## config.mk

```make
export PLATFORM = sky130hd
export DESIGN_NAME = controlUnit
export DESIGN_NICKNAME = d
export VERILOG_FILES = /design/src/hdl/isaPkg.sv /design/src/hdl/ctrlPkg.sv /design/src/hdl/mainDecoder.sv /design/src/hdl/excResolver.sv /design/src/hdl/controlUnit.sv
export SDC_FILE = /design/constraint.sdc
export NUM_CORES = 1
export LEC_CHECK = 0
export ABC_AREA = 1
export BUFFER_PORTS_ARGS = -buffer_cell sky130_fd_sc_hd__buf_2
export CAP_MARGIN = 20
export CORE_ASPECT_RATIO = 1.4
export CORE_MARGIN = 5
export CORE_UTILIZATION = 49
export DETAILED_ROUTE_END_ITERATION = 16
export GPL_ROUTABILITY_DRIVEN = 1
export PLACE_DENSITY = 0.85
export SETUP_SLACK_MARGIN = 0.1
export SYNTH_ARGS = -nofsm -noshare
export SYNTH_HDL_FRONTEND = slang
export SYNTH_HIERARCHICAL = 1
export SYNTH_SLANG_ARGS = --single-unit
```

## constraint.sdc

```tcl
create_clock -name iCLK -period 0.8 [get_ports iCLK]
set_input_delay 0.04 -clock iCLK [delete_from_list [all_inputs] [get_ports iCLK]]
set_output_delay 0.04 -clock iCLK [all_outputs]
set_load 0.1 [all_outputs]
```

## src/hdl/isaPkg.sv

```systemverilog
//##############################
// isaPkg
// instruction set encodings of the integer
// core and the COP0 exception cause codes
//##############################
package isaPkg;

	typedef logic [31:0] instr_t;
	typedef logic [5:0] opcode_t;
	typedef logic [5:0] funct_t;
	typedef logic [4:0] rtField_t;
	typedef logic [4:0] fmtField_t;
	typedef logic [4:0] excCode_t;

	localparam int INT_LINES = 8;

	// opcodes
	localparam opcode_t OPC_RFMT = 6'h00;
	localparam opcode_t OPC_REGIMM = 6'h01; // bgez/bltz group, rt selects
	localparam opcode_t OPC_J = 6'h02;
	localparam opcode_t OPC_JAL = 6'h03;
	localparam opcode_t OPC_BEQ = 6'h04;
	localparam opcode_t OPC_BNE = 6'h05;
	localparam opcode_t OPC_BLEZ = 6'h06;
	localparam opcode_t OPC_BGTZ = 6'h07;
	localparam opcode_t OPC_ADDI = 6'h08;
	localparam opcode_t OPC_ADDIU = 6'h09;
	localparam opcode_t OPC_SLTI = 6'h0a;
	localparam opcode_t OPC_SLTIU = 6'h0b;
	localparam opcode_t OPC_ANDI = 6'h0c;
	localparam opcode_t OPC_ORI = 6'h0d;
	localparam opcode_t OPC_XORI = 6'h0e;
	localparam opcode_t OPC_LUI = 6'h0f;
	localparam opcode_t OPC_COP0 = 6'h10;
	localparam opcode_t OPC_LB = 6'h20;
	localparam opcode_t OPC_LH = 6'h21;
	localparam opcode_t OPC_LW = 6'h23;
	localparam opcode_t OPC_LBU = 6'h24;
	localparam opcode_t OPC_LHU = 6'h25;
	localparam opcode_t OPC_SB = 6'h28;
	localparam opcode_t OPC_SH = 6'h29;
	localparam opcode_t OPC_SW = 6'h2b;

	// R-type functions
	localparam funct_t FUN_SLL = 6'h00;
	localparam funct_t FUN_SRL = 6'h02;
	localparam funct_t FUN_SRA = 6'h03;
	localparam funct_t FUN_SLLV = 6'h04;
	localparam funct_t FUN_SRLV = 6'h06;
	localparam funct_t FUN_SRAV = 6'h07;
	localparam funct_t FUN_JR = 6'h08;
	localparam funct_t FUN_SYSCALL = 6'h0c;
	localparam funct_t FUN_MFHI = 6'h10;
	localparam funct_t FUN_MTHI = 6'h11;
	localparam funct_t FUN_MFLO = 6'h12;
	localparam funct_t FUN_MTLO = 6'h13;
	localparam funct_t FUN_MULT = 6'h18;
	localparam funct_t FUN_MULTU = 6'h19;
	localparam funct_t FUN_DIV = 6'h1a;
	localparam funct_t FUN_DIVU = 6'h1b;
	localparam funct_t FUN_ADD = 6'h20; // traps on overflow
	localparam funct_t FUN_ADDU = 6'h21;
	localparam funct_t FUN_SUB = 6'h22; // traps on overflow
	localparam funct_t FUN_SUBU = 6'h23;
	localparam funct_t FUN_AND = 6'h24;
	localparam funct_t FUN_OR = 6'h25;
	localparam funct_t FUN_XOR = 6'h26;
	localparam funct_t FUN_NOR = 6'h27;
	localparam funct_t FUN_SLT = 6'h2a;
	localparam funct_t FUN_SLTU = 6'h2b;

	// REGIMM rt codes, bit 0 is the ge/lt select and bit 4 the link
	localparam rtField_t RT_BLTZ = 5'h00;
	localparam rtField_t RT_BGEZ = 5'h01;
	localparam rtField_t RT_BLTZAL = 5'h10;
	localparam rtField_t RT_BGEZAL = 5'h11;

	// COP0 formats
	localparam fmtField_t FMT_MFC = 5'h00;
	localparam fmtField_t FMT_MTC = 5'h04;
	localparam fmtField_t FMT_ERET = 5'h10; // CO bit set
	localparam funct_t FUN_ERET = 6'h18;

	// cause codes
	localparam excCode_t EXC_INT = 5'd0;
	localparam excCode_t EXC_SYS = 5'd8;
	localparam excCode_t EXC_INSTR = 5'd10;
	localparam excCode_t EXC_ALU = 5'd12;

endpackage

```

## src/hdl/ctrlPkg.sv

```systemverilog
//##############################
// ctrlPkg
// datapath control field types and the
// control word structs of the control unit
//##############################
package ctrlPkg;

	typedef logic [1:0] regDst_t;
	localparam regDst_t RD_RT = 2'd0;
	localparam regDst_t RD_RD = 2'd1;
	localparam regDst_t RD_RA = 2'd2; // link register

	typedef logic [1:0] aluSrc_t;
	localparam aluSrc_t SRC_REG = 2'd0;
	localparam aluSrc_t SRC_SIMM = 2'd1;
	localparam aluSrc_t SRC_ZIMM = 2'd2;
	localparam aluSrc_t SRC_ZERO = 2'd3; // compare against zero

	typedef logic [2:0] wbSel_t;
	localparam wbSel_t WB_ALU = 3'd0;
	localparam wbSel_t WB_PC4 = 3'd2;
	localparam wbSel_t WB_UPPER = 3'd3;
	localparam wbSel_t WB_COP0 = 3'd5;
	localparam wbSel_t WB_MEM = 3'd6;

	typedef logic [2:0] pcSel_t;
	localparam pcSel_t PC_SEQ = 3'd0;
	localparam pcSel_t PC_BRZ = 3'd1; // taken when alu result is zero
	localparam pcSel_t PC_JUMP = 3'd2;
	localparam pcSel_t PC_REG = 3'd3;
	localparam pcSel_t PC_EXC = 3'd4;
	localparam pcSel_t PC_BRNZ = 3'd5;

	typedef logic [1:0] aluOp_t;
	localparam aluOp_t ALU_ADD = 2'd0;
	localparam aluOp_t ALU_SUB = 2'd1;
	localparam aluOp_t ALU_FUNCT = 2'd2;
	localparam aluOp_t ALU_IMM = 2'd3;

	typedef logic [2:0] excClass_t;
	localparam excClass_t EC_NONE = 3'd0;
	localparam excClass_t EC_OVF = 3'd1;
	localparam excClass_t EC_SYS = 3'd2;
	localparam excClass_t EC_RESV = 3'd3;
	localparam excClass_t EC_MFC0 = 3'd4;
	localparam excClass_t EC_MTC0 = 3'd5;
	localparam excClass_t EC_ERET = 3'd6;

	typedef struct packed {
		regDst_t regDst;
		aluSrc_t aluSrc;
		wbSel_t wbSel;
		logic regWrite;
		logic memRead;
		logic memWrite;
		pcSel_t pcSel;
		aluOp_t aluOp;
		logic branchDelay;
	} dpCtrl_t;

	typedef struct packed {
		logic cop0Write;
		logic eret;
		logic excOccurred;
		isaPkg::excCode_t excCode;
	} cop0Ctrl_t;

endpackage

```

## src/hdl/mainDecoder.sv

```systemverilog
//##############################
// mainDecoder
// combinational decode of an instruction word
// into datapath controls and an exception class
//##############################
`timescale 1ns/100ps

module mainDecoder (
	input isaPkg::instr_t instr,
	output ctrlPkg::dpCtrl_t dpCtrl,
	output ctrlPkg::excClass_t excClass
);

	isaPkg::opcode_t opcode;
	isaPkg::funct_t funct;
	isaPkg::rtField_t rt;
	isaPkg::fmtField_t fmt;

	assign opcode = instr[31:26];
	assign fmt = instr[25:21]; // rs slot, used by COP0
	assign rt = instr[20:16];
	assign funct = instr[5:0];

	always_comb
	begin
		dpCtrl = '0;
		excClass = ctrlPkg::EC_NONE;
		case (opcode)
			isaPkg::OPC_SW,
			isaPkg::OPC_SH,
			isaPkg::OPC_SB:
			begin
				dpCtrl.aluSrc = ctrlPkg::SRC_SIMM;
				dpCtrl.memWrite = 1'b1;
			end

			isaPkg::OPC_LW,
			isaPkg::OPC_LH,
			isaPkg::OPC_LHU,
			isaPkg::OPC_LB,
			isaPkg::OPC_LBU:
			begin
				dpCtrl.aluSrc = ctrlPkg::SRC_SIMM;
				dpCtrl.wbSel = ctrlPkg::WB_MEM;
				dpCtrl.regWrite = 1'b1;
				dpCtrl.memRead = 1'b1;
			end

			isaPkg::OPC_BEQ,
			isaPkg::OPC_BNE:
			begin
				dpCtrl.pcSel = (opcode == isaPkg::OPC_BEQ) ? ctrlPkg::PC_BRZ : ctrlPkg::PC_BRNZ;
				dpCtrl.aluOp = ctrlPkg::ALU_SUB;
				dpCtrl.branchDelay = 1'b1;
			end

			isaPkg::OPC_RFMT:
			begin
				case (funct)
					isaPkg::FUN_JR:
					begin
						dpCtrl.pcSel = ctrlPkg::PC_REG;
						dpCtrl.branchDelay = 1'b1;
					end

					isaPkg::FUN_SYSCALL:
					begin
						dpCtrl.pcSel = ctrlPkg::PC_EXC;
						excClass = ctrlPkg::EC_SYS;
					end

					isaPkg::FUN_ADD, isaPkg::FUN_SUB,
					isaPkg::FUN_ADDU, isaPkg::FUN_SUBU,
					isaPkg::FUN_AND, isaPkg::FUN_OR, isaPkg::FUN_XOR, isaPkg::FUN_NOR,
					isaPkg::FUN_SLT, isaPkg::FUN_SLTU,
					isaPkg::FUN_SLL, isaPkg::FUN_SRL, isaPkg::FUN_SRA,
					isaPkg::FUN_SLLV, isaPkg::FUN_SRLV, isaPkg::FUN_SRAV,
					isaPkg::FUN_MFHI, isaPkg::FUN_MTHI, isaPkg::FUN_MFLO, isaPkg::FUN_MTLO,
					isaPkg::FUN_MULT, isaPkg::FUN_MULTU, isaPkg::FUN_DIV, isaPkg::FUN_DIVU:
					begin
						dpCtrl.regDst = ctrlPkg::RD_RD;
						dpCtrl.regWrite = 1'b1;
						dpCtrl.aluOp = ctrlPkg::ALU_FUNCT;
						if (funct == isaPkg::FUN_ADD || funct == isaPkg::FUN_SUB)
						begin
							excClass = ctrlPkg::EC_OVF;
						end
					end

					default:
					begin
						excClass = ctrlPkg::EC_RESV;
					end
				endcase
			end

			isaPkg::OPC_J:
			begin
				dpCtrl.regDst = ctrlPkg::RD_RD;
				dpCtrl.pcSel = ctrlPkg::PC_JUMP;
				dpCtrl.branchDelay = 1'b1;
			end

			isaPkg::OPC_JAL:
			begin
				dpCtrl.regDst = ctrlPkg::RD_RA;
				dpCtrl.wbSel = ctrlPkg::WB_PC4;
				dpCtrl.regWrite = 1'b1;
				dpCtrl.pcSel = ctrlPkg::PC_JUMP;
				dpCtrl.branchDelay = 1'b1;
			end

			isaPkg::OPC_ADDI,
			isaPkg::OPC_ADDIU,
			isaPkg::OPC_SLTI,
			isaPkg::OPC_SLTIU:
			begin
				dpCtrl.aluSrc = ctrlPkg::SRC_SIMM;
				dpCtrl.regWrite = 1'b1;
				dpCtrl.aluOp = ctrlPkg::ALU_IMM;
				if (opcode == isaPkg::OPC_ADDI)
				begin
					excClass = ctrlPkg::EC_OVF;
				end
			end

			isaPkg::OPC_ANDI,
			isaPkg::OPC_ORI,
			isaPkg::OPC_XORI:
			begin
				dpCtrl.aluSrc = ctrlPkg::SRC_ZIMM;
				dpCtrl.regWrite = 1'b1;
				dpCtrl.aluOp = ctrlPkg::ALU_IMM;
			end

			isaPkg::OPC_LUI:
			begin
				dpCtrl.wbSel = ctrlPkg::WB_UPPER;
				dpCtrl.regWrite = 1'b1;
			end

			isaPkg::OPC_BLEZ,
			isaPkg::OPC_BGTZ:
			begin
				dpCtrl.aluSrc = ctrlPkg::SRC_ZERO;
				dpCtrl.aluOp = ctrlPkg::ALU_IMM;
				dpCtrl.pcSel = (opcode == isaPkg::OPC_BLEZ) ? ctrlPkg::PC_BRZ : ctrlPkg::PC_BRNZ;
				dpCtrl.branchDelay = 1'b1;
			end

			isaPkg::OPC_REGIMM:
			begin
				case (rt)
					isaPkg::RT_BGEZ,
					isaPkg::RT_BLTZ,
					isaPkg::RT_BGEZAL,
					isaPkg::RT_BLTZAL:
					begin
						dpCtrl.aluSrc = ctrlPkg::SRC_ZERO;
						dpCtrl.aluOp = ctrlPkg::ALU_IMM;
						dpCtrl.pcSel = rt[0] ? ctrlPkg::PC_BRZ : ctrlPkg::PC_BRNZ; // ge vs lt
						dpCtrl.branchDelay = 1'b1;
						if (rt[4]) // link variants
						begin
							dpCtrl.regDst = ctrlPkg::RD_RA;
							dpCtrl.wbSel = ctrlPkg::WB_PC4;
							dpCtrl.regWrite = 1'b1;
						end
					end

					default:
					begin
						excClass = ctrlPkg::EC_RESV;
					end
				endcase
			end

			isaPkg::OPC_COP0:
			begin
				case (fmt)
					isaPkg::FMT_MFC:
					begin
						dpCtrl.wbSel = ctrlPkg::WB_COP0;
						dpCtrl.regWrite = 1'b1;
						excClass = ctrlPkg::EC_MFC0;
					end

					isaPkg::FMT_MTC:
					begin
						excClass = ctrlPkg::EC_MTC0; // write enable comes from resolver
					end

					isaPkg::FMT_ERET:
					begin
						if (funct == isaPkg::FUN_ERET)
						begin
							dpCtrl.pcSel = ctrlPkg::PC_EXC;
							excClass = ctrlPkg::EC_ERET;
						end
						else
						begin
							excClass = ctrlPkg::EC_RESV;
						end
					end

					default:
					begin
						excClass = ctrlPkg::EC_RESV;
					end
				endcase
			end

			default:
			begin
				excClass = ctrlPkg::EC_RESV;
			end
		endcase
	end

endmodule

```

## src/hdl/excResolver.sv

```systemverilog
//##############################
// excResolver
// resolves interrupts, traps and COP0 privilege,
// then registers the full control word
//##############################
`timescale 1ns/100ps

module excResolver (
	input logic iCLK,
	input logic arstN,
	input ctrlPkg::dpCtrl_t dpCtrl,
	input ctrlPkg::excClass_t excClass,
	input logic aluOverflow,
	input logic excLevel,
	input logic userMode,
	input logic [isaPkg::INT_LINES-1:0] pendingInt,
	output ctrlPkg::dpCtrl_t dpOut,
	output ctrlPkg::cop0Ctrl_t cop0Out
);

	logic anyPending;
	logic intReq;
	ctrlPkg::cop0Ctrl_t cop0Next;

	assign anyPending = |pendingInt;
	assign intReq = anyPending && !excLevel; // masked inside a handler

	always_comb
	begin
		cop0Next = '0;
		case (excClass)
			ctrlPkg::EC_NONE:
			begin
				cop0Next.excOccurred = intReq;
				cop0Next.excCode = isaPkg::EXC_INT;
			end

			ctrlPkg::EC_OVF:
			begin
				cop0Next.excOccurred = (aluOverflow || anyPending) && !excLevel;
				cop0Next.excCode = aluOverflow ? isaPkg::EXC_ALU : isaPkg::EXC_INT;
			end

			ctrlPkg::EC_SYS:
			begin
				cop0Next.excOccurred = !excLevel;
				cop0Next.excCode = isaPkg::EXC_SYS;
			end

			ctrlPkg::EC_MFC0:
			begin
				cop0Next.excOccurred = userMode; // privileged
				cop0Next.excCode = isaPkg::EXC_INSTR;
			end

			ctrlPkg::EC_MTC0:
			begin
				cop0Next.cop0Write = !userMode;
				cop0Next.excOccurred = userMode;
				cop0Next.excCode = isaPkg::EXC_INSTR;
			end

			ctrlPkg::EC_ERET:
			begin
				cop0Next.eret = !userMode;
				cop0Next.excOccurred = userMode;
				cop0Next.excCode = isaPkg::EXC_INSTR;
			end

			default: // EC_RESV
			begin
				cop0Next.excOccurred = !excLevel;
				cop0Next.excCode = isaPkg::EXC_INSTR;
			end
		endcase
	end

	// decode to execute boundary
	always_ff @(posedge iCLK or negedge arstN)
	begin
		if (!arstN)
		begin
			dpOut <= '0;
			cop0Out <= '0;
		end
		else
		begin
			dpOut <= dpCtrl;
			cop0Out <= cop0Next;
		end
	end

endmodule

```

## src/hdl/controlUnit.sv

```systemverilog
//##############################
// controlUnit
// single cycle control, decoder feeding the
// exception resolver, one cycle latency
//##############################
`timescale 1ns/100ps

module controlUnit (
	input logic iCLK,
	input logic arstN,
	input isaPkg::instr_t instr,
	input logic aluOverflow,
	input logic excLevel,
	input logic userMode,
	input logic [isaPkg::INT_LINES-1:0] pendingInt,
	output ctrlPkg::dpCtrl_t dpOut,
	output ctrlPkg::cop0Ctrl_t cop0Out
);

	ctrlPkg::dpCtrl_t dpCtrl;
	ctrlPkg::excClass_t excClass;

	mainDecoder uDecoder (
		.instr(instr),
		.dpCtrl(dpCtrl),
		.excClass(excClass)
	);

	excResolver uResolver (
		.iCLK(iCLK),
		.arstN(arstN),
		.dpCtrl(dpCtrl),
		.excClass(excClass),
		.aluOverflow(aluOverflow),
		.excLevel(excLevel),
		.userMode(userMode),
		.pendingInt(pendingInt),
		.dpOut(dpOut),
		.cop0Out(cop0Out)
	);

endmodule

```

==> impl_metrics.env, run 1 <==
export IMPL_status="stopped before the end"
export IMPL_stop_stage="clock tree synthesis (4_1_cts)"
export IMPL_stop_error="[ERROR DPL-0038] Utilization greater than 100%, impossible to legalize"
export IMPL_fp_dieH_um=72.4
export IMPL_clockBufferDepth=2
export IMPL_synthArstFlopShare_pct=100
export IMPL_ys_flop_type="dfrtp_1"
export IMPL_synth_seq_cells=22
export IMPL_cts_made_buffers=3
export IMPL_cts_resized=73
export IMPL_gp_congestion=0.892
export IMPL_die_w_um=54.6
export IMPL_place_inst=328
export IMPL_root_buffer="clkbuf_4"
export IMPL_cts_sinks=22
export IMPL_syn_area_um2=1360
export IMPL_rows=22
export IMPL_synth_cell_types=20
export IMPL_dp_hpwl_um=4290
export IMPL_h_tree_depth=1
export IMPL_io_buffers=56
export IMPL_yosysSeqAreaShare_pct=40.4
export IMPL_pre_cts_slack_ns=-0.831
export IMPL_synth_edf_count=0
export IMPL_hold_buffers=1
export IMPL_postCtsSetupBuffers=19
export IMPL_avgSynthCellArea_um2=6.69
export IMPL_start_util_pct=51.6
export IMPL_synthCells=204
export IMPL_io_pins=69
export IMPL_yosysWarnings=6
## Yosys cell counts, types with 2 or more instances
cell	n	area (um2)
nand3_1	21	105
nor2_2	5	31.3
inv_2	3	11.3
nand2_1	60	225
nand3_2	3	30.0
o21ai_0	2	10.0
nand2_2	4	25.0
buf_4	2	15.0
nor2_1	30	113
inv_1	31	116
nand4_1	3	18.8
a21oi_1	7	35.0
nor3_1	4	20.0
dfrtp_1	22	551
nor3_2	2	20.0
## kinds of logic after synthesis
family          share of synthesized area (%)
simple gates                             45.0
buf+inv                                  10.5
flops                                    40.4
compound gates                           3.94
other cells                             0.275
## through the flow
stage	area (um2)	hold WS [ns]
3_5_place_dp	2340	0.0265
3_3_place_gp	2340	-0.00240
2_1_floorplan	1450	-0.256
==> run 2, diff against run 1 <==
- CORE_AREA: default -> 5 5 66 68
- CORE_ASPECT_RATIO: 1.4 -> default
- CORE_MARGIN: 5 -> default
- CORE_UTILIZATION: 49 -> default
- DIE_AREA: default -> 0 0 71 73
- PLACE_DENSITY: 0.85 -> default
- PLACE_DENSITY_LB_ADDON: default -> 0.15
- SETUP_SLACK_MARGIN: 0.1 -> default
==> run 2 against run 1 <==
  * The flow now finishes, with violations (setup timing)
  * Synthesized area is the same
  * Synthesized cell count is the same
==> impl_metrics.env, run 2 <==
export IMPL_rows=23
export IMPL_gp_congestion=0.868
export IMPL_intPower_mw=2.22
export IMPL_hold_viol=0
export IMPL_cts_tree="yes"
export IMPL_fin_nets=365
export IMPL_drive_gt1_share_pct=70.2
export IMPL_power_density_nw_per_um2=1190
export IMPL_hold_path_endpoint="uResolver/cop0Out[5]"
export IMPL_fin_ws_ns=-0.446
export IMPL_avgSynthCellArea_um2=6.69
export IMPL_synth_most_common_cell="nand2_1"
export IMPL_synth_area_leaders="dfrtp_1 (40%), nand2_1 (17%), inv_1 (8.5%), nor2_1 (8.3%), nand3_1 (7.7%)"
export IMPL_reg_largest_list="uResolver/dpOut x16, uResolver/cop0Out x6"
export IMPL_start_util_pct=35.9
export IMPL_maxSlewViolCount=0
export IMPL_leakage_nw=1.52
export IMPL_hp_class="in -> reg"
export IMPL_io_pins=69
export IMPL_synth_edf_count=0
export IMPL_cp_end_kind="register"
export IMPL_area_growth_syn_to_layout_pct=115
export IMPL_largest_reg_flops=16
export IMPL_power_switching_mw=1.27
export IMPL_yosysWarnings=6
export IMPL_dieArea_um2=5180
export IMPL_wl_per_cell_um=12.5
export IMPL_yosys_top_cells_count="nand2_1 (60), inv_1 (31), nor2_1 (30), dfrtp_1 (22), nand3_1 (21)"
export IMPL_core_um2=3800
export IMPL_clkTransAtPathRegs_ns=0.07
export IMPL_startpoint_type="primary input"
export IMPL_clockBufferDepth=2
export IMPL_firstDrtPassIters=4
export IMPL_power_frac_comb_pct=43.5
export IMPL_io_buffers=56
export IMPL_yosysSeqAreaShare_pct=40.4
export IMPL_drc=0
export IMPL_gr_usage_all_layers_pct=17.6
export IMPL_path_class="in -> reg"
export IMPL_antenna_left=0
export IMPL_synthCells=204
export IMPL_finalSetupViolCount=33
export IMPL_insertedDiodeCount=0
export IMPL_synth_top_area_cell="dfrtp_1"
export IMPL_rsz0062_at_grt="true"
export IMPL_crit_required_ns=0.99
export IMPL_fillCellCount=255
export IMPL_ir_drop_mv=0.675
export IMPL_fp_dieH_um=73
export IMPL_whs_ns=0.0100
export IMPL_die_w_um=71
export IMPL_timing_fmax_ghz=0.802
export IMPL_grt_pass1_vias=1690
export IMPL_cts_sinks=22
export IMPL_violations="setup timing"
export IMPL_cts_made_buffers=3
export IMPL_switching_share_pct=36.4
export IMPL_ys_flop_type="dfrtp_1"
export IMPL_h_tree_depth=1
export IMPL_status="finished, violations left"
export IMPL_synthArstFlopShare_pct=100
export IMPL_finalWirelength_um=4610
export IMPL_placed_cell_area_um2=2400
export IMPL_first_iter_violations=55
export IMPL_worstPathArrival_ns=1.44
export IMPL_timing_final_crit_share_pct=156
export IMPL_viasPerCell=4.63
export IMPL_layout_commonest_cell="buf_4"
export IMPL_synth_seq_cells=22
export IMPL_path_max_fanout=7
export IMPL_min_from="userMode"
export IMPL_antenna_found_initial=0
export IMPL_dp_hpwl_um=3300
export IMPL_vias=1709
export IMPL_min_period_ns=1.25
export IMPL_synth_top_area_share_pct=40.4
export IMPL_final_cell_area_um2=2940
export IMPL_hold_path_cell_count=3
export IMPL_seq_power_share_pct=35.1
export IMPL_root_buffer="clkbuf_8"
export IMPL_final_cell_mix="buf_4 (42), nand2_1 (37), buf_2 (26)"
export IMPL_top_register="uResolver/dpOut"
export IMPL_syn_area_um2=1360
export IMPL_grt_overflow_total=0
export IMPL_cap_violations=0
export IMPL_grt_max_degree=23
export IMPL_grt_pass1_wl_um=7350
export IMPL_clockPowerShare_pct=21.4
export IMPL_synth_cell_types=20
[run 2: power by group through the flow]
stage	sequential [mW]	clock [mW]	combinational (mW)
final	1.23	0.750	1.52
after global routing	1.23	0.837	1.60
after CTS	1.23	0.771	1.42
after detailed placement	1.25	0	1.28
after global placement	1.25	0	1.27
after floorplan	1.65	0	0.306
[run 2: area by class of cell]
cell class | count | area, um2 | area share, %
flip-flops and latches | 22 | 577 | 19.6
inverters | 34 | 145 | 4.94
repair buffers | 111 | 1150 | 39.0
well taps | 50 | 62.6 | 2.13
clock buffers | 4 | 55.1 | 1.87
multi-input cells | 148 | 951 | 32.4
[run 2: what timing repair did]
action / CTS / global route
setup buffers: 12 / 8
cloned: 1 / 0
endpoints found under the hold margin: 23 / 0
resized for setup: 63 / 47
endpoints found under the setup margin: 42 / 41
pin swaps: 32 / 34
hold buffers: 1 / 0
[run 2: stage by stage]
step / cells / utilization (%) / setup TNS [ns] / power [mW] / worst slack [ns]
2_1_floorplan: 205 / - / -1.52 / 1.96 / -0.377
4_1_cts: 364 / 72.5 / -3.63 / 3.42 / -0.339
5_1_grt: 369 / 77.3 / -5.88 / 3.67 / -0.590
6_report: 369 / 77.3 / -4.20 / 3.50 / -0.446
3_3_place_gp: 348 / 63.1 / -8.70 / 2.52 / -0.653
3_5_place_dp: 348 / 63.1 / -8.76 / 2.53 / -0.693
[run 2: kinds of logic (layout without fill, tap and decap cells)]
group / count (synthesis) / count (layout) / synth area share [%]
flip-flops: 22 / 22 / 40.4
AND/OR/NAND/NOR: 135 / 136 / 45.0
buffers and inverters: 36 / 149 / 10.5
other: 1 / 2 / 0.275
AO/OA/AOI/OAI: 10 / 10 / 3.94
[run 2: worst max-delay path by stage]
stage / startpoint / slack, ns / endpoint
final: instr[27] / -0.45 / uResolver/cop0Out[5]
after global routing: instr[0] / -0.59 / uResolver/cop0Out[5]
after CTS: instr[1] / -0.34 / uResolver/cop0Out[5]
after detailed placement: instr[29] / -0.69 / uResolver/cop0Out[5]
after global placement: instr[29] / -0.65 / uResolver/cop0Out[5]
after floorplan: instr[29] / -0.38 / uResolver/cop0Out[5]
[run 2: critical path: stages]
cell,delay (ns)
buf_12,0.12
nor2_4,0.21
nand3_2,0.14
buf_6,0.15
nor2_2,0.12
nand2_1,0.09
nand3_2,0.07
a21oi_2,0.04
nand2_2,0.09
nand2_2,0.07
nand2_1,0.06
nor2_1,0.04
nand2_1,0.06
nand2_1,0.07
nand2_1,0.07
[run 2: metal layers]
layer  up-vias  track usage [%]  routed length (um)
met3         4             1.93                 243
met4         0             6.89                  54
li1        862                -                   -
met5         -                0                   0
met2        52             33.1                2610
met1       791             20.3                1710
No activity file was read; power rests on OpenSTA's default activity.
